===== config.mk =====
export PLATFORM = sky130hd
export DESIGN_NAME = dram_perf
export DESIGN_NICKNAME = d
export VERILOG_FILES = /design/src/source/mem_unit_pkg.sv /design/src/source/dram_perf.sv
export VERILOG_INCLUDE_DIRS = /design/src /design/src/source
export SDC_FILE = /design/constraint.sdc
export NUM_CORES = 1
export LEC_CHECK = 0
export BUFFER_PORTS_ARGS = -buffer_cell sky130_fd_sc_hd__buf_2
export CAP_MARGIN = 20
export CORE_ASPECT_RATIO = 0.6
export CORE_MARGIN = 2
export CORE_UTILIZATION = 54
export CTS_CLUSTER_DIAMETER = 120
export DETAILED_ROUTE_END_ITERATION = 6
export MAX_ROUTING_LAYER = met4
export PLACE_DENSITY_LB_ADDON = 0.1
export SLEW_MARGIN = 20
export SYNTH_ARGS = -nofsm -noshare
export SYNTH_HDL_FRONTEND = slang
export SYNTH_SLANG_ARGS = --single-unit

===== constraint.sdc =====
create_clock -name clk -period 4 [get_ports clk]
set_clock_uncertainty 0.2 [all_clocks]
set_input_delay 0.4 -clock clk [delete_from_list [all_inputs] [get_ports clk]]
set_output_delay 0.4 -clock clk [all_outputs]
set_load 0.005 [all_outputs]

===== src/source/mem_unit_cfg.svh =====
`ifndef MEM_UNIT_CFG_SVH
`define MEM_UNIT_CFG_SVH

// Core side word format
`define MEM_ADDR_WIDTH      32
`define MEM_WORD_WIDTH      32
`define MEM_BYTEEN_WIDTH    4
`define MEM_TAG_WIDTH       4

// Core tag plus the arbiter source bit in the LSB
`define DRAM_TAG_WIDTH      5

// Scratchpad window byte address and depth in words
`define SMEM_BASE           32'h0001_0000
`define SMEM_WORDS          256

// I/O space runs from here to the top of the address map
`define IO_BASE             32'hFF00_0000

// Performance counters
`define PERF_WIDTH          64

`endif


===== src/source/mem_unit_pkg.sv =====
`include "mem_unit_cfg.svh"

package mem_unit_pkg;

    typedef enum logic {
        MEM_READ  = 1'b0,
        MEM_WRITE = 1'b1
    } mem_op_e;

    // Values double as bit positions in the router's per-target vectors
    typedef enum logic [1:0] {
        TARGET_DRAM = 2'd0,
        TARGET_SMEM = 2'd1,
        TARGET_IO   = 2'd2
    } mem_target_e;

    typedef struct packed {
        mem_op_e                      op;
        logic [`MEM_ADDR_WIDTH-1:0]   addr;
        logic [`MEM_BYTEEN_WIDTH-1:0] byteen;
        logic [`MEM_WORD_WIDTH-1:0]   data;
        logic [`MEM_TAG_WIDTH-1:0]    tag;
    } core_req_t;

    typedef struct packed {
        logic [`MEM_WORD_WIDTH-1:0] data;
        logic [`MEM_TAG_WIDTH-1:0]  tag;
    } core_rsp_t;

    typedef struct packed {
        mem_op_e                      op;
        logic [`MEM_ADDR_WIDTH-1:0]   addr;
        logic [`MEM_BYTEEN_WIDTH-1:0] byteen;
        logic [`MEM_WORD_WIDTH-1:0]   data;
        logic [`DRAM_TAG_WIDTH-1:0]   tag;
    } dram_req_t;

    typedef struct packed {
        logic [`MEM_WORD_WIDTH-1:0] data;
        logic [`DRAM_TAG_WIDTH-1:0] tag;
    } dram_rsp_t;

    typedef struct packed {
        logic [`PERF_WIDTH-1:0] requests;
        logic [`PERF_WIDTH-1:0] responses;
        logic [`PERF_WIDTH-1:0] latency;
    } perf_cnt_t;

endpackage


===== src/source/dram_perf.sv =====
`timescale 1ns/1ns
`include "mem_unit_cfg.svh"

module dram_perf (
    input  logic                    clk,
    input  logic                    reset,
    input  logic                    dram_req_valid,
    input  logic                    dram_req_ready,
    input  mem_unit_pkg::mem_op_e   dram_req_op,
    input  logic                    dram_rsp_valid,
    input  logic                    dram_rsp_ready,
    output mem_unit_pkg::perf_cnt_t perf
);
    localparam int CW = `PERF_WIDTH;

    logic [CW-1:0] outstanding;
    logic req_fire;
    logic read_fire;
    logic rsp_fire;

    assign req_fire  = dram_req_valid && dram_req_ready;
    assign read_fire = req_fire && dram_req_op == mem_unit_pkg::MEM_READ;
    assign rsp_fire  = dram_rsp_valid && dram_rsp_ready;

    always_ff @(posedge clk) begin
        if (reset) begin
            outstanding <= '0;
            perf        <= '0;
        end else begin
            if (req_fire) begin
                perf.requests <= perf.requests + CW'(1);
            end
            if (rsp_fire) begin
                perf.responses <= perf.responses + CW'(1);
            end
            // Each cycle a read waits adds one to latency
            perf.latency <= perf.latency + outstanding;
            outstanding  <= outstanding + CW'(read_fire) - CW'(rsp_fire);
        end
    end

    assert property (@(posedge clk) disable iff (reset)
        rsp_fire |-> outstanding != 0)
        else $error("DRAM response with no read outstanding");

endmodule


# Yosys cells after proc, flatten, opt, wreduce, memory -nomap -nowiden
# Index checks and enable logic that the tools add are counted.
# Widths: inputs -> output; s select.
# word_totals
regBits	256
input_bits	7
# classes
bitwise	1
reduce_logical	3
n_addsub	5
# op_table
cell	count
$add 64x1->64 const B	2
$add 64x1->64	1
$add 64x64->64	1
$sub 64x1->64	1
$logic_and 1x1->1	3
$not 1->1	1

# Logic depth before layout (Yosys ltp)
# logic_depth
depth_word	4
mapped_depth	16

# Worst setup path before layout
# OpenSTA, ideal clock, no wires.
# synth_timing
path_type	input to register
start	input port dram_req_valid
end	register outstanding[56]
setup_ns	0.123
required_ns	3.677
stages	16
n_path_buf	0
arrival_time_ns	3.610
path_slack_ns	0.067
cell_sequence	nand2_1 -> or2_2 -> ha_1 -> inv_1 -> ha_1 -> fa_1 -> a211o_1 -> a211oi_1 -> or4_1 -> and2_1 -> o21a_1 -> o31ai_1 -> a31o_1 -> a31oi_1 -> o21bai_1 -> mux2_1
# synth_between
elab_chain_len	4
# synth_lines
element	line_no	rtl
start: declaration	dram_perf.sv:7	input logic dram_req_valid,
$logic_and 1x1->1	dram_perf.sv:21	assign req_fire = dram_req_valid && dram_req_ready;
$logic_and 1x1->1	dram_perf.sv:22	assign read_fire = req_fire && dram_req_op == mem_unit_pkg::MEM_READ;
$add 64x1->64	dram_perf.sv:38	outstanding <= outstanding + CW'(read_fire) - CW'(rsp_fire);
$sub 64x1->64	dram_perf.sv:38	
end signal: assignment	dram_perf.sv:38	
end: declaration	dram_perf.sv:16	logic [CW-1:0] outstanding;
# Every way passes these cells.
# A chain may end at the register's enable or synchronous reset.

# Worst setup path in the final report
# layout_timing
start	register outstanding[0]
end	register perf[54] in the netlist's numbering
# layout_between
elab_chain_len	1
# layout_lines
element	line_no	rtl
$add 64x64->64	dram_perf.sv:37	perf.latency <= perf.latency + outstanding;
end: declaration	dram_perf.sv:12	output mem_unit_pkg::perf_cnt_t perf
# Every way passes these cells.

==> impl_results.html <==
<table>
<tr><th>Metric</th><th>Value</th></tr>
<tr><th colspan="2">Placed design</th></tr>
<tr><td>Post-detailed-placement half-perimeter wirelength</td><td>around 34 mm</td></tr>
<tr><td>Total placed instance area</td><td>around 18000 µm²</td></tr>
<tr><td>RePlAce Congestion</td><td>~0.94</td></tr>
<tr><td>Number of input and output port buffers inserted</td><td>198</td></tr>
<tr><th colspan="2">Power and ir drop</th></tr>
<tr><td>P per Cell Area</td><td>843.0 nW/µm²</td></tr>
<tr><td>Clock Power Share</td><td>approximately 16%</td></tr>
<tr><td>Cell-internal power</td><td>between 8000 and 9000 µW</td></tr>
<tr><td>Share of power burned in combinational logic</td><td>between 60% and 70%</td></tr>
<tr><td>Fraction of power spent switching nets</td><td>between 40% and 50%</td></tr>
<tr><td>Leak</td><td>approximately 0.0084 µW</td></tr>
<tr><td>Net switching component of the power</td><td>7208 µW</td></tr>
<tr><td>Share of power burned in registers</td><td>between 20% and 30%</td></tr>
<tr><td>Peak ir drop on the vdd network</td><td>about 0.35 mV</td></tr>
<tr><th colspan="2">Logic synthesis</th></tr>
<tr><td>Post-synth EDFFs</td><td>0</td></tr>
<tr><td>Multiplexer share of the synthesized area</td><td>0.1931%</td></tr>
<tr><td>Xor and xnor area share after synthesis</td><td>11.08%</td></tr>
<tr><td>Post-synthesis area per instance</td><td>7.860 µm²</td></tr>
<tr><td>Total nets after synthesis</td><td>2199</td></tr>
<tr><td>Arithmetic-cell share of the synthesized area counting full adders, half adders and majority gates</td><td>between 10% and 20%</td></tr>
<tr><td>Cells after synthesis</td><td>2061</td></tr>
<tr><td>Ys flop type</td><td>sky130_fd_sc_hd__dfxtp_1</td></tr>
<tr><td>Synthesized flop and latch total</td><td>roughly 260</td></tr>
<tr><td>Synth Area in Compound Gates</td><td>20.55%</td></tr>
<tr><td>Combined area of all synthesized cells</td><td>16200 µm²</td></tr>
<tr><td>Dominant combinational cell family by area after synthesis</td><td>simple AND/OR/NAND/NOR gates</td></tr>
<tr><td>Fraction of synthesis flops using an asynchronous set or reset pin</td><td>0%</td></tr>
<tr><td>Number of warnings printed during yosys synthesis</td><td>0</td></tr>
<tr><td>Simple-Gate Fraction of Synth Area</td><td>a little over a fifth</td></tr>
<tr><td>Sequential fraction of the synthesis area</td><td>about a third</td></tr>
<tr><td>Unique cell type count in the Yosys netlist</td><td>73</td></tr>
<tr><th colspan="2">Clock tree</th></tr>
<tr><td>H-tree depth</td><td>1</td></tr>
<tr><td>Clock network latency to the later pin of the worst-skew pair</td><td>560 ps</td></tr>
<tr><td>Sinks on the clock net</td><td>approximately 260</td></tr>
<tr><td>Cell at the root of the clock tree</td><td>sky130_fd_sc_hd__clkbuf_16</td></tr>
<tr><td>Clock buffer count from CTS</td><td>27</td></tr>
<tr><td>Longest Clk Path Bufs</td><td>3</td></tr>
<tr><td>Clock transition at path regs</td><td>roughly 60 ps</td></tr>
<tr><td>Clock tree from TritonCTS</td><td>done</td></tr>
<tr><th colspan="2">Setup path</th></tr>
<tr><td>Sort of element at the end of the critical path</td><td>flip-flop</td></tr>
<tr><td>Arrival time worst endpoint</td><td>around 4000 ps</td></tr>
<tr><td>Family with the most delay on the worst path</td><td>compound AO/OA/AOI/OAI gates</td></tr>
<tr><td>Reg2reg end</td><td>perf[54]</td></tr>
<tr><td>Worst EP required</td><td>4190 ps</td></tr>
<tr><td>Cell-by-cell listing of the critical path</td><td>ha_1, fa_1, a21o_1, a311oi_1, o211ai_1, a32o_2, a211o_1, a211o_1, a21boi_2, o21ai_0, xnor2_1, nor2_1</td></tr>
<tr><td>Kind of start point of the critical path</td><td>flip-flop</td></tr>
<tr><td>Worst r2r src</td><td>outstanding[0]</td></tr>
<tr><td>End point of the critical path</td><td>perf[54]</td></tr>
<tr><td>Largest fanout on the critical path</td><td>5</td></tr>
<tr><td>Critical path launch point</td><td>outstanding[0]</td></tr>
<tr><td>Worst reg-to-reg setup slack</td><td>210 ps</td></tr>
<tr><td>Critical path's most frequent cell</td><td>sky130_fd_sc_hd__a211o_1</td></tr>
<tr><td>Stage delay of the slowest cell on the critical path</td><td>410 ps</td></tr>
<tr><td>Worst path depth</td><td>12</td></tr>
<tr><td>Buf+Inv Stages, Crit Path</td><td>0</td></tr>
<tr><td>Kind of critical path</td><td>reg -&gt; reg</td></tr>
<tr><td>FF-to-FF path depth</td><td>12</td></tr>
<tr><td>CP max stage cell</td><td>sky130_fd_sc_hd__fa_1</td></tr>
<tr><th colspan="2">Drt</th></tr>
<tr><td>Routed wire length</td><td>44.11 mm</td></tr>
<tr><td>DRC errors left</td><td>0</td></tr>
<tr><td>Overall via count from detail_route</td><td>between 15k and 20k</td></tr>
<tr><td>Number of vias per cell after detailed routing</td><td>5.754</td></tr>
<tr><td>Drt initial violations</td><td>1306</td></tr>
<tr><td>Total iterations of the first detailed-routing run</td><td>5</td></tr>
<tr><td>Number of nets with antenna violations after detailed routing</td><td>0</td></tr>
<tr><td>Average detailed-routed wire length per instance</td><td>roughly 17 µm</td></tr>
<tr><th colspan="2">Cells and area</th></tr>
<tr><td>Proportion of layout cells with a drive suffix above 1</td><td>between 10% and 20%</td></tr>
<tr><td>Multi-input gate area in the final layout</td><td>approximately 10000 µm²</td></tr>
<tr><td>Diode insertion count for antenna repair</td><td>0</td></tr>
<tr><td>Total area of sequential cells</td><td>roughly 5100 µm²</td></tr>
<tr><td>Fill cells</td><td>between 2k and 3k</td></tr>
<tr><td>Commonest non-fill, non-tap cell in the layout</td><td>sky130_fd_sc_hd__nor2_1</td></tr>
<tr><td>Relative area change from synthesis to final layout</td><td>14.91%</td></tr>
<tr><td>Most frequent cells in the layout</td><td>sky130_fd_sc_hd__nor2_1, sky130_fd_sc_hd__dfxtp_1, sky130_fd_sc_hd__buf_2</td></tr>
<tr><td>Layout net count</td><td>2384</td></tr>
<tr><td>Final cell area excluding filler cells</td><td>18610 µm²</td></tr>
<tr><th colspan="2">STA</th></tr>
<tr><td>Final Hold Vio Count</td><td>0</td></tr>
<tr><td>Summed negative setup slack over all endpoints</td><td>0 ps</td></tr>
<tr><td>Achievable Freq</td><td>264.2 MHz</td></tr>
<tr><td>Total count of max-transition violations in the final report</td><td>0</td></tr>
<tr><td>RSZ-0062 raised after global routing</td><td>false</td></tr>
<tr><td>Least-Margin Pin Slew</td><td>918.9 ps</td></tr>
<tr><td>Worst hold slack across all endpoints</td><td>about 60 ps</td></tr>
<tr><td>Rel. slew slack</td><td>about two fifths</td></tr>
<tr><td>Clock period minus final worst setup slack</td><td>approximately 3800 ps</td></tr>
<tr><td>Final setup violation count</td><td>0</td></tr>
<tr><td>Tcrit/Tclk final</td><td>about 95%</td></tr>
<tr><th colspan="2">Job</th></tr>
<tr><td>Max-cap viol count</td><td>0</td></tr>
<tr><th colspan="2">Min path</th></tr>
<tr><td>Min-Delay Path Class</td><td>in -&gt; reg</td></tr>
<tr><th colspan="2">Floorplanning</th></tr>
<tr><td>FP Rows</td><td>~50</td></tr>
<tr><td>Die area</td><td>31450 µm²</td></tr>
<tr><td>Starting density of the core</td><td>between 50 and 60%</td></tr>
<tr><td>Floorplan core area</td><td>roughly 30000 µm²</td></tr>
<tr><td>Die Y-Extent</td><td>~140 µm</td></tr>
<tr><td>Horiz. Die Dim</td><td>227.6 µm</td></tr>
<tr><td>Io pins</td><td>between 150 and 200</td></tr>
<tr><th colspan="2">GRT</th></tr>
<tr><td>Pin count of the biggest net entering global routing</td><td>around 140</td></tr>
<tr><td>Total global-route track usage</td><td>approximately 28%</td></tr>
<tr><td>Vias in the first global route</td><td>13.84k</td></tr>
<tr><td>First-pass GRT wire length</td><td>approximately 71 mm</td></tr>
<tr><td>Antenna violations before repair</td><td>0</td></tr>
<tr><td>Total global routing overflow</td><td>0</td></tr>
<tr><th colspan="2">Outcome</th></tr>
<tr><td>Outcome</td><td>completed</td></tr>
</table>
==> cells in the mapped netlist (all sizes together) (4+ instances only) <==
| library cell | instances | area [µm²] |
|---|---|---|
| nor2 | 293 | 1100 |
| or3 | 43 | 269.0 |
| and3 | 30 | 187.7 |
| o21ai | 115 | 579.3 |
| nand3 | 64 | 320.3 |
| o2111ai | 7 | 61.31 |
| or2 | 9 | 56.31 |
| a41oi | 4 | 35.03 |
| nor3b | 4 | 30.03 |
| o31ai | 6 | 50.05 |
| a2111oi | 4 | 72.57 |
| nand2 | 138 | 518.0 |
| a21o | 83 | 623.1 |
| nor2b | 20 | 125.1 |
| a21boi | 10 | 75.07 |
| clkbuf | 78 | 292.8 |
| o21a | 10 | 75.07 |
| o211ai | 8 | 60.06 |
| and4 | 12 | 105.1 |
| inv | 111 | 416.7 |
| a31oi | 17 | 106.4 |
| a21oi | 182 | 914.6 |
| a311oi | 4 | 35.03 |
| nor3 | 34 | 180.2 |
| a211oi | 16 | 120.1 |
| and2 | 14 | 87.58 |
| nand4 | 58 | 362.9 |
| a221oi | 4 | 35.03 |
| a211o | 7 | 61.31 |
| dfxtp | 256 | 5125 |
| xnor2 | 98 | 858.3 |
| o21bai | 23 | 172.7 |
| nor4 | 7 | 43.79 |
| ha | 129 | 1614 |
| xor2 | 107 | 937.2 |
| nand2b | 12 | 75.07 |
==> through the flow <==
step | power [µW] | util [%] | setup slack (ps) | std cells
floorplan | 10470 | - | 66.81 | 2061
global placement | 12710 | 59.51 | -321.0 | 2623
global route | 16940 | 62.60 | 20.82 | 2672
finish | 15690 | 62.60 | 214.8 | 2672
detailed placement | 12860 | 59.51 | -405.4 | 2623
CTS | 15470 | 62.45 | 77.63 | 2671
==> area by class of cell <==
cell class                      instances  share of cell area [%]
Clock buffer                           33                   3.805
Clock inverter                         14                  0.8469
Inverter                              111                   2.238
Multi-Input combinational cell       1613                   55.81
Sequential cell                       256                   27.53
Tap cell                              408                   2.742
Timing Repair Buffer                  237                   7.024
==> worst reg2reg max path, stage by stage, from the launching register on <==
cell                       delay (ps)
sky130_fd_sc_hd__dfxtp_1          330
sky130_fd_sc_hd__ha_1             220
sky130_fd_sc_hd__fa_1             410
sky130_fd_sc_hd__a21o_1           210
sky130_fd_sc_hd__a311oi_1         370
sky130_fd_sc_hd__o211ai_1         230
sky130_fd_sc_hd__a32o_2           380
sky130_fd_sc_hd__a211o_1          350
sky130_fd_sc_hd__a211o_1          360
sky130_fd_sc_hd__a21boi_2         230
sky130_fd_sc_hd__o21ai_0          130
sky130_fd_sc_hd__xnor2_1          150
sky130_fd_sc_hd__nor2_1            50
==> state kept, by name (all words and copies together) (netlist names) <==
| signal | cells |
|---|---|
| outstanding | 64 |
| perf | 192 |
==> power by group through the flow <==
stage | clock (µW) | sequential [µW] | combinational [µW]
after detailed placement | 0 | 3650 | 9210
after CTS | 2570 | 3600 | 9300
final | 2530 | 3620 | 9540
after global routing | 2690 | 3670 | 10600
after floorplan | 0 | 3450 | 7020
after global placement | 0 | 3650 | 9060
==> cell families (layout without fill, tap and decap cells) <==
kind of cell             after synthesis  count (layout)
AND/OR/NAND/NOR                      747             747
AO/OA/AOI/OAI                        527             527
flip-flops                           256             256
XOR/XNOR                             205             205
buffers and inverters                192             395
adder cells (fa/ha/maj)              131             131
multiplexers                           3               3
==> routing by layer <==
metal | wire length, µm | global-route usage [%] | up-vias
li1 | - | - | 7637
met1 | 22850 | 44.46 | 7161
met2 | 16990 | 37.39 | 526
met3 | 3615 | 5.228 | 50
met4 | 657 | 4.541 | 0
met5 | 0 | - | -
==> worst min path at each step <==
stage                   startpoint        end  slack [ps]  depth (start not counted)
finish              dram_req_valid  perf[129]          60                          4
global route        dram_req_valid  perf[129]          70                          4
CTS                 dram_req_valid  perf[129]          40                          4
detailed placement       perf[100]  perf[100]         290                          2
global placement         perf[102]  perf[102]         280                          2
floorplan                perf[129]  perf[129]         280                          2
==> repair_timing <==
action,4_1_cts,5_1_grt
resized for setup,0,10
hold buffers,1,0
buffers inserted,0,1
endpoints found under the hold margin,1,0
endpoints found under the setup margin,0,12
(Power assumes the default switching activity.)
