### config.mk
export PLATFORM = sky130hd
export DESIGN_NAME = dram_arb
export DESIGN_NICKNAME = d
export VERILOG_FILES = /design/src/source/mem_unit_pkg.sv /design/src/source/dram_arb.sv
export VERILOG_INCLUDE_DIRS = /design/src /design/src/source
export SDC_FILE = /design/constraint.sdc
export NUM_CORES = 1
export LEC_CHECK = 0
export BUFFER_PORTS_ARGS = -buffer_cell sky130_fd_sc_hd__buf_4
export CAP_MARGIN = 20
export CORE_AREA = 2 2 133 135
export CTS_BUF_LIST = sky130_fd_sc_hd__clkbuf_4 sky130_fd_sc_hd__clkbuf_8
export CTS_CLUSTER_DIAMETER = 60
export DETAILED_ROUTE_END_ITERATION = 16
export DIE_AREA = 0 0 135 137
export PLACE_DENSITY = 0.64
export REMOVE_ABC_BUFFERS = 1
export SETUP_SLACK_MARGIN = 0.4
export SYNTH_ARGS = -nofsm -noshare
export SYNTH_HDL_FRONTEND = slang
export SYNTH_SLANG_ARGS = --single-unit
### constraint.sdc
create_clock -name clk -period 5.1 [get_ports clk]
set_input_delay 1.02 -clock clk [delete_from_list [all_inputs] [get_ports clk]]
set_output_delay 1.02 -clock clk [all_outputs]
set_load 0.02 [all_outputs]
### src/source/mem_unit_cfg.svh
`ifndef MEM_UNIT_CFG_SVH
`define MEM_UNIT_CFG_SVH

// Core side word format
`define MEM_ADDR_WIDTH      32
`define MEM_WORD_WIDTH      32
`define MEM_BYTEEN_WIDTH    4
`define MEM_TAG_WIDTH       4

// Core tag plus the arbiter source bit in the LSB
`define DRAM_TAG_WIDTH      5

// Scratchpad window byte address and depth in words
`define SMEM_BASE           32'h0001_0000
`define SMEM_WORDS          256

// I/O space runs from here to the top of the address map
`define IO_BASE             32'hFF00_0000

// Performance counters
`define PERF_WIDTH          64

`endif

### src/source/mem_unit_pkg.sv
`include "mem_unit_cfg.svh"

package mem_unit_pkg;

    typedef enum logic {
        MEM_READ  = 1'b0,
        MEM_WRITE = 1'b1
    } mem_op_e;

    // Values double as bit positions in the router's per-target vectors
    typedef enum logic [1:0] {
        TARGET_DRAM = 2'd0,
        TARGET_SMEM = 2'd1,
        TARGET_IO   = 2'd2
    } mem_target_e;

    typedef struct packed {
        mem_op_e                      op;
        logic [`MEM_ADDR_WIDTH-1:0]   addr;
        logic [`MEM_BYTEEN_WIDTH-1:0] byteen;
        logic [`MEM_WORD_WIDTH-1:0]   data;
        logic [`MEM_TAG_WIDTH-1:0]    tag;
    } core_req_t;

    typedef struct packed {
        logic [`MEM_WORD_WIDTH-1:0] data;
        logic [`MEM_TAG_WIDTH-1:0]  tag;
    } core_rsp_t;

    typedef struct packed {
        mem_op_e                      op;
        logic [`MEM_ADDR_WIDTH-1:0]   addr;
        logic [`MEM_BYTEEN_WIDTH-1:0] byteen;
        logic [`MEM_WORD_WIDTH-1:0]   data;
        logic [`DRAM_TAG_WIDTH-1:0]   tag;
    } dram_req_t;

    typedef struct packed {
        logic [`MEM_WORD_WIDTH-1:0] data;
        logic [`DRAM_TAG_WIDTH-1:0] tag;
    } dram_rsp_t;

    typedef struct packed {
        logic [`PERF_WIDTH-1:0] requests;
        logic [`PERF_WIDTH-1:0] responses;
        logic [`PERF_WIDTH-1:0] latency;
    } perf_cnt_t;

endpackage

### src/source/dram_arb.sv
`timescale 1ns/1ns
`include "mem_unit_cfg.svh"

module dram_arb (
    input  logic                    clk,
    input  logic                    reset,

    input  logic                    ifetch_req_valid,
    input  mem_unit_pkg::core_req_t ifetch_req,
    output logic                    ifetch_req_ready,
    output logic                    ifetch_rsp_valid,
    output mem_unit_pkg::core_rsp_t ifetch_rsp,
    input  logic                    ifetch_rsp_ready,

    input  logic                    data_req_valid,
    input  mem_unit_pkg::core_req_t data_req,
    output logic                    data_req_ready,
    output logic                    data_rsp_valid,
    output mem_unit_pkg::core_rsp_t data_rsp,
    input  logic                    data_rsp_ready,

    output logic                    dram_req_valid,
    output mem_unit_pkg::dram_req_t dram_req,
    input  logic                    dram_req_ready,
    input  logic                    dram_rsp_valid,
    input  mem_unit_pkg::dram_rsp_t dram_rsp,
    output logic                    dram_rsp_ready
);
    logic last_data;
    logic sel_data;
    logic out_ready;
    logic req_fire;
    logic rsp_is_data;
    mem_unit_pkg::core_req_t sel_req;

    assign out_ready = !dram_req_valid || dram_req_ready;

    // Data wins when alone, or when fetch was granted last
    assign sel_data = data_req_valid && (!ifetch_req_valid || !last_data);
    assign sel_req  = sel_data ? data_req : ifetch_req;

    assign ifetch_req_ready = out_ready && !sel_data;
    assign data_req_ready   = out_ready && sel_data;
    assign req_fire = out_ready && (ifetch_req_valid || data_req_valid);

    always_ff @(posedge clk) begin
        if (reset) begin
            dram_req_valid <= 1'b0;
            last_data      <= 1'b0;
        end else if (req_fire) begin
            dram_req_valid <= 1'b1;
            last_data      <= sel_data;
        end else if (dram_req_ready) begin
            dram_req_valid <= 1'b0;
        end
    end

    always_ff @(posedge clk) begin
        if (req_fire) begin
            dram_req.op     <= sel_req.op;
            dram_req.addr   <= sel_req.addr;
            dram_req.byteen <= sel_req.byteen;
            dram_req.data   <= sel_req.data;
            dram_req.tag    <= {sel_req.tag, sel_data};
        end
    end

    // Return path steered by the source bit in the tag LSB
    assign rsp_is_data = dram_rsp.tag[0];

    assign ifetch_rsp_valid = dram_rsp_valid && !rsp_is_data;
    assign data_rsp_valid   = dram_rsp_valid && rsp_is_data;

    assign ifetch_rsp.data = dram_rsp.data;
    assign ifetch_rsp.tag  = dram_rsp.tag[`DRAM_TAG_WIDTH-1:1];
    assign data_rsp.data   = dram_rsp.data;
    assign data_rsp.tag    = dram_rsp.tag[`DRAM_TAG_WIDTH-1:1];

    assign dram_rsp_ready = rsp_is_data ? data_rsp_ready : ifetch_rsp_ready;

    // Fetch side is read only all the way out to DRAM
    assert property (@(posedge clk) disable iff (reset)
        dram_req_valid && !dram_req.tag[0] |-> dram_req.op == mem_unit_pkg::MEM_READ)
        else $error("fetch request issued to DRAM as a write");

endmodule

-- After elaboration in Yosys (flattened, before gate mapping)
Index checks and enable logic that the tools add are counted.
- output and inout bits: 152
- bits in registers: 76
- multiplexer cells: 4
- reduce and logical (&&, ||, !) cells: 15
- operators with widths (operator ; count):
    73-bit 2-to-1 mux ; 1
    1-bit logical AND ; 6
    1-bit zero test ; 5
    1-bit logical OR ; 3
    1-bit 2-to-1 mux ; 3
    2-bit nonzero test ; 1

-- Logic depth before layout (Yosys ltp)
Gate-level depths: netlist (run 1).
- word-level depth: 5
- mapped depth: 4
- depth with buffers taken out: 3

-- Worst setup path before layout (run 1)
Ideal clock, no wire load.
- path kind: input port to flip-flop
- start: in dram_req_ready
- end: reg dram_req[0] (netlist name), enable pin
- stages on the path: 2
- setup time: 0.507 ns
- buffers on the path: 0
- setup slack: 0.422 ns
- data arrival time: 4.171 ns
- data required time: 4.593 ns
- path through: nor2b_1 > nor2_1
- word-level cells in the longest chain between the ends: 2
- ends and longest elaborated chain (what ; RTL line ; text):
    from (decl) ; dram_arb.sv:24 ; input logic dram_req_ready,
    1-bit logical OR ; dram_arb.sv:36 ; assign out_ready = !dram_req_valid || dram_req_ready;
    1-bit logical AND ; dram_arb.sv:44 ; assign req_fire = out_ready && (ifetch_req_valid || data_req_valid);
    via req_fire ; dram_arb.sv:32 ; logic req_fire;
    to (decl) ; dram_arb.sv:23 ; output mem_unit_pkg::dram_req_t dram_req,
The timed path passes the listed nets, and every way through them passes these cells.
A chain may end at the register's enable or synchronous reset.

-- Worst setup path in the final report (run 1)
- start: in ifetch_req_valid
- end: out data_req_ready
- word-level cells in the longest chain between the ends: 4
- ends and longest elaborated chain (what ; RTL line ; text):
    from (decl) ; dram_arb.sv:8 ; input logic ifetch_req_valid,
    1-bit zero test ; dram_arb.sv:39 ; assign sel_data = data_req_valid && (!ifetch_req_valid || !last_data);
    1-bit logical OR ; dram_arb.sv:39 ;
    1-bit logical AND ; dram_arb.sv:39 ;
    1-bit logical AND ; dram_arb.sv:43 ; assign data_req_ready = out_ready && sel_data;
    to (decl) ; dram_arb.sv:17 ; output logic data_req_ready,
Every way passes these cells.

==> results of run 1 <==
worst max-delay path, cell delays in order:
cell      delay [ps]
buf_4            130
a21boi_4         150
buf_4            540
and2_1           230
buf_4            140
placed cells by master, fill, tap and decap left out, drive strengths merged:
| master | count |
|---|---|
| a21boi | 1 |
| a21oi | 2 |
| a311oi | 1 |
| and2 | 2 |
| buf | 237 |
| bufinv | 2 |
| clkbuf | 10 |
| clkinv | 2 |
| clkinvlp | 2 |
| dfxtp | 2 |
| edfxtp | 74 |
| mux2 | 74 |
| nand2b | 1 |
| nor2 | 3 |
| nor2b | 2 |
layout make-up:
class | instances | area share
Sequential cell | 76 | 0.404
Tap cell | 225 | 0.0502
Clock inverter | 6 | 0.0159
Timing Repair Buffer | 237 | 0.318
Clock buffer | 10 | 0.0234
Multi-Input combinational cell | 86 | 0.189
per-stage QoR:
stage / setup WS [ps] / std cells / total power [mW] / area [sq um]
6_report: 1860 / 640 / 1.68 / 5600
5_1_grt: 1790 / 640 / 1.76 / 5600
4_1_cts: 1840 / 640 / 1.72 / 5600
3_5_place_dp: 1850 / 624 / 1.19 / 5380
3_3_place_gp: 1880 / 624 / 1.18 / 5380
2_1_floorplan: 422 / 162 / 0.984 / 3310
cells by family (layout without fill, tap and decap cells):
group                  Yosys count  in the layout  synth area share
AND/OR/NAND/NOR                  8              8            0.0107
flip-flops                      76             76             0.571
buffers and inverters           80            253             0.164
multiplexers                    74             74             0.245
AO/OA/AOI/OAI                    4              4           0.00947
how the worst min path moves through the flow:
stage / from / to / slack [ps] / cells past startpoint
finish: last_data / last_data / 560 / 1
global placement: last_data / last_data / 530 / 1
floorplan: last_data / last_data / 500 / 1
global route: last_data / last_data / 590 / 1
CTS: last_data / last_data / 560 / 1
detailed placement: last_data / last_data / 540 / 1
metal layers:
layer | up-vias | GRT usage | part of all wire
li1 | 1141 | - | -
met1 | 1151 | 0.126 | 0.33
met2 | 285 | 0.194 | 0.41
met3 | 16 | 0.133 | 0.23
met4 | 2 | 0.0538 | 0.016
met5 | - | 0.0389 | 0.0034
state kept, by name, indices dropped and copies added, names as in the netlist:
signal / count
dram_req: 74
dram_req_valid: 1
last_data: 1
report_power, final:
group | total (mW) | switching [mW] | internal (mW)
sequential | 0.779 | 0.0175 | 0.761
clock | 0.509 | 0.228 | 0.281
combinational | 0.391 | 0.177 | 0.215
==> flow_summary_export.csv, run 1 <==
group,metric,value,unit
run_status,status,"complete, no violations",
sta,final_hold_viol_count,0,
floorplan,io_pins,343,
worst_setup_path,reg2reg_to,"dram_req[1]",
final_layout,fillers,1716,
synthesis,ys_seq_elements,76,
synthesis,syn_area,3960,sq um
sta,period_share,0.635,
worst_setup_path,startpoint,"ifetch_req_valid",
place,dp_hpwl,10.6,mm
worst_setup_path,cp.arrival,2220,ps
global_routing,grt_pass1_vias,2724,
clock_tree,path_clk_slew,80,ps
synthesis,synth-edff-count,74,
place,place.gp.congestion,0.771,
final_layout,num_antenna_cells,0,
final_layout,syn_to_final_growth,41.4,%
worst_setup_path,rr_worst_depth,3,
clock_tree,cts_root_buffer,"clkbuf_8",
synthesis,synth_area_leaders,"edfxtp_1 (56%), buf_4 (14%), mux2_4 (14%), mux2_2 (11%), buf_12 (1.5%)",
run,cap_violations,0,
synthesis,syn-instance-count,242,
sta,period_needed,3240,ps
clock_tree,h-tree-depth,3,
sta,worstMarginPinSlew,968,ps
clock_tree,cts_hold_buf,0,
synthesis,yosysTopAreaCell,"edfxtp_1",
floorplan,fp.coreArea,17100,sq um
synthesis,seq_area_frac_synth,0.571,
worst_setup_path,crit_fanout,39,
floorplan,die_w,135,um
synthesis,synth-main-ff-cell,"edfxtp_1",
power_and_ir_drop,p_per_area,300,nW/um^2
sta,hold_ws,559,ps
clock_tree,clock_latency,350,ps
power_and_ir_drop,leakage,2.47,nW
detailed_routing,drc,0,
floorplan,dieArea,18500,sq um
final_layout,multi_input_area,1060,sq um
global_routing,grt_overflow_total,0,
global_routing,grt_pass1_wl,17.1,mm
synthesis,yosys-top-cells-count,"buf_4 (75), edfxtp_1 (74), mux2_2 (37), mux2_4 (37)",
synthesis,yosys_warnings,0,
detailed_routing,firstDrtPassIters,4,
detailed_routing,drtIter0Drc,64,
worst_setup_path,r2r_start,"last_data",
clock_tree,cts_setup_buffers,0,
hold_path,hp-class,"flop to flop",
detailed_routing,post_drt_wl_per_cell,20.4,um
clock_tree,tritoncts,"yes",
clock_tree,cts.sinks,76,
detailed_routing,route.vias.total,2595,
final_layout,fin_nets,601,
synthesis,synth_top_area_frac,0.561,
worst_setup_path,critPathRequiredTime,4080,ps
worst_setup_path,critPathCapture,"data_req_ready",
sta,finalMaxSlewViolations,0,
clock_tree,clockBufferDepth,2,
clock_tree,post_cts_resized,0,
global_routing,grt_usage,0.134,
sta,rsz0062_at_grt,"false",
synthesis,async_reset_ff_frac,0,
global_routing,antenna_found_initial,0,
clock_tree,cts_made_buffers,9,
sta,setup_tns,0,ps
worst_setup_path,rrSetupSlack,3350,ps
worst_setup_path,startpoint_type,"primary input",
floorplan,die_h,137,um
worst_setup_path,endpoint_kind,"output pin",
sta,worst_clock_skew,9.06,ps
detailed_routing,wl,13.1,mm
synthesis,syn_avg_cell_area,16.4,sq um
floorplan,start_util,0.232,
sta,relSlewSlack,0.355,
synthesis,yosysMostFrequentCell,"buf_4",
worst_setup_path,worstSetupPathType,"primary input to output pin",
final_layout,post-route-util,0.328,
global_routing,grt_max_degree,75,
sta,fmax,0.309,GHz
place,port_buffers,234,
synthesis,synthDistinctLibCells,15,
final_layout,drive_above_1_share,0.793,
floorplan,rows,48,
detailed_routing,ant_nets,0,
sta,setup_viol,0,
power_and_ir_drop,peakVddDrop,119,uV
detailed_routing,viasPerCell,4.05,
final_layout,regArea,2260,sq um
(Power assumes the default switching activity.)
==> run 2: changes to the inputs <==
ABC_AREA = 1   (was unset)
CORE_AREA = 2 2 135 137   (was 2 2 133 135)
DIE_AREA = 0 0 137 139   (was 0 0 135 137)
PLACE_DENSITY = 0.62   (was 0.64)
clock period = 3 ns   (was 5.1 ns; I/O delays follow)
==> run 2 against run 1 <==
Net effect: sequential share of layout area grew 1.3 points; highest routed layer unchanged; via count is 24% higher; cell area is 3.0% lower; critical path type unchanged; die area increased by 3.0%; global-route usage increased by 1.0 points.
==> flow_summary_export.csv, run 2 <==
group,metric,value,unit
final_layout,num_antenna_cells,0,
clock_tree,tritoncts,"yes",
synthesis,synth_top_area_frac,0.579,
detailed_routing,drtIter0Drc,155,
final_layout,fillers,1905,
clock_tree,cts_root_buffer,"clkbuf_8",
synthesis,syn_avg_cell_area,9.48,sq um
floorplan,start_util,0.217,
floorplan,die_w,137,um
final_layout,syn_to_final_growth,41.5,%
final_layout,fin_area,5430,sq um
detailed_routing,firstDrtPassIters,5,
final_layout,largest_register_ffs,74,
sta,period_share,0.589,
synthesis,yosys-top-cells-count,"nand2_1 (226), buf_4 (85), edfxtp_1 (74), inv_1 (8)",
power_and_ir_drop,p_sw_frac,0.292,
synthesis,yosysTopAreaCell,"edfxtp_1",
worst_setup_path,worstSetupPathType,"primary input to output pin",
clock_tree,cts_setup_buffers,0,
place,dp_hpwl,11.3,mm
clock_tree,h-tree-depth,3,
place,place.gp.congestion,0.865,
global_routing,grt_overflow_total,0,
power_and_ir_drop,pwr-share-comb,0.251,
final_layout,post-route-util,0.308,
detailed_routing,drc,0,
detailed_routing,wl,14.1,mm
sta,period_needed,1770,ps
place,dp_slack,915,ps
worst_setup_path,startpoint,"dram_rsp[0]",
synthesis,syn_area,3840,sq um
worst_setup_path,endpoint_kind,"output pin",
synthesis,synthDistinctLibCells,13,
global_routing,antenna_found_initial,0,
floorplan,dieArea,19000,sq um
power_and_ir_drop,power,2.69,mW
power_and_ir_drop,pwr-share-seq,0.497,
clock_tree,cts.sinks,76,
sta,setup_tns,0,ps
worst_setup_path,r2r_start,"last_data",
floorplan,fp.coreArea,17700,sq um
worst_setup_path,crit_family,"multiplexers",
run_status,status,"complete, no violations",
sta,setup_ws,1230,ps
sta,setup_viol,0,
floorplan,io_pins,343,
worst_setup_path,cp.arrival,1170,ps
detailed_routing,route.vias.total,3207,
final_layout,reg.largest.list,"dram_req: 74 flops, dram_req_valid: 1 flops, last_data: 1 flops",
sta,fmax,0.566,GHz
place,place_area,5280,sq um
hold_path,hp-class,"primary input to flop",
sta,final_hold_viol_count,0,
worst_setup_path,cp_slowest_cell,"mux2_2",
worst_setup_path,rrSetupSlack,1350,ps
synthesis,synth-edff-count,74,
synthesis,seq_area_frac_synth,0.589,
final_layout,fin_cells,801,
sta,worstMarginPinSlew,758,ps
power_and_ir_drop,p_per_area,494,nW/um^2
final_layout,fin_nets,758,
final_layout,drive_above_1_share,0.448,
global_routing,grt_pass1_wl,19.5,mm
sta,relSlewSlack,0.494,
run,cap_violations,0,
detailed_routing,post_drt_wl_per_cell,17.7,um
global_routing,grt_max_degree,74,
place,dpl.cell_count,785,
worst_setup_path,critical_path_buf_inv_count,2,
power_and_ir_drop,switchingPower,783,uW
worst_setup_path,crit_top_cell,"buf_4",
final_layout,final_common_cell,"buf_4",
global_routing,grt_pass1_vias,3213,
worst_setup_path,startpoint_type,"primary input",
clock_tree,clock_latency,360,ps
worst_setup_path,crit_chain,"buf_4 > mux2_2 > buf_4",
final_layout,final_cell_mix,"buf_4 (238), nand2_1 (226), edfxtp_1 (74)",
power_and_ir_drop,internal_power,1.90,mW
global_routing,grt_usage,0.145,
floorplan,rows,49,
sta,finalMaxSlewViolations,0,
synthesis,synth-main-ff-cell,"edfxtp_1",
detailed_routing,viasPerCell,4.00,
worst_setup_path,critPathRequiredTime,2400,ps
hold_path,hold_start,"reset",
power_and_ir_drop,leakage,2.73,nW
sta,hold_ws,391,ps
clock_tree,cts_hold_buf,0,
worst_setup_path,crit_fanout,3,
clock_tree,path_clk_slew,80,ps
clock_tree,post_cts_resized,0,
worst_setup_path,critPathMaxStageDelay,320,ps
synthesis,syn-instance-count,405,
synthesis,yosys_warnings,0,
power_and_ir_drop,clock_power_share,0.252,
sta,worst_clock_skew,8.06,ps
place,port_buffers,234,
synthesis,ys_seq_elements,76,
floorplan,die_h,139,um
detailed_routing,ant_nets,0,
sta,rsz0062_at_grt,"false",
synthesis,async_reset_ff_frac,0,
synthesis,yosysMostFrequentCell,"nand2_1",
power_and_ir_drop,peakVddDrop,204,uV
clock_tree,cts_made_buffers,9,
final_layout,top_register,"dram_req",
clock_tree,clockBufferDepth,2,
synthesis,synth_area_leaders,"edfxtp_1 (58%), nand2_1 (22%), buf_4 (17%), dfxtp_1 (1.0%), inv_1 (0.78%)",
run 2: cell count changes in the layout (fill, tap and decap cells not counted), moves of 2 or more:
cell       previous run  this run
and2_1                2         0
bufinv_16             2         0
clkinv_1              0         3
clkinv_2              1         4
inv_1                 0         7
mux2_2               37         1
mux2_4               37         0
nand2_1               0       226
nor2b_1               2         0
run 2: routing by layer:
layer / wire length, um / vias up / GRT usage
met2: 5680 / 249 / 0.194
met1: 5160 / 1409 / 0.153
met3: 2960 / 23 / 0.135
met5: 62 / - / 0.0397
met4: 274 / 2 / 0.0597
li1: - / 1524 / -
run 2: worst reg2reg max path: cells and delay by family (launching register included):
family	cells	cell delay, ps
buf+inv	2	880
flops	1	320
simple gates	4	310
run 2: power by group through the flow:
stage               Sequential [mW]  Clock (mW)  Combinational [mW]
finish                         1.34       0.678               0.673
floorplan                      1.51           0               0.143
global placement               1.36           0               0.680
global route                   1.35       0.762               0.730
CTS                            1.34       0.729               0.686
detailed placement             1.36           0               0.685
run 2: kinds of logic (layout without fill, tap and decap cells):
logic type	after synthesis	after routing	share of synthesized area
DFF	76	76	0.589
AOI/OAI and AO/OA	2	2	0.00261
muxes	1	1	0.00293
buffers and inverters	97	264	0.181
and+or+nand+nor	229	229	0.225
run 2: area by class of cell:
class                      count  area (sq um)  share of cell area
clock buffer                   9           124              0.0228
clock inverter                 7          33.8             0.00622
multi-input combinational    232           885               0.163
tap                          229           287              0.0527
inverter                       9          35.0             0.00645
timing repair buffer         239          1810               0.333
sequential                    76          2260               0.416
run 2: worst paths after layout:
check,endpoint,depth (start not counted)
min,dram_req_valid,2
max reg2reg,dram_req[2],6
min reg2reg,last_data,2
max,dram_rsp_ready,3
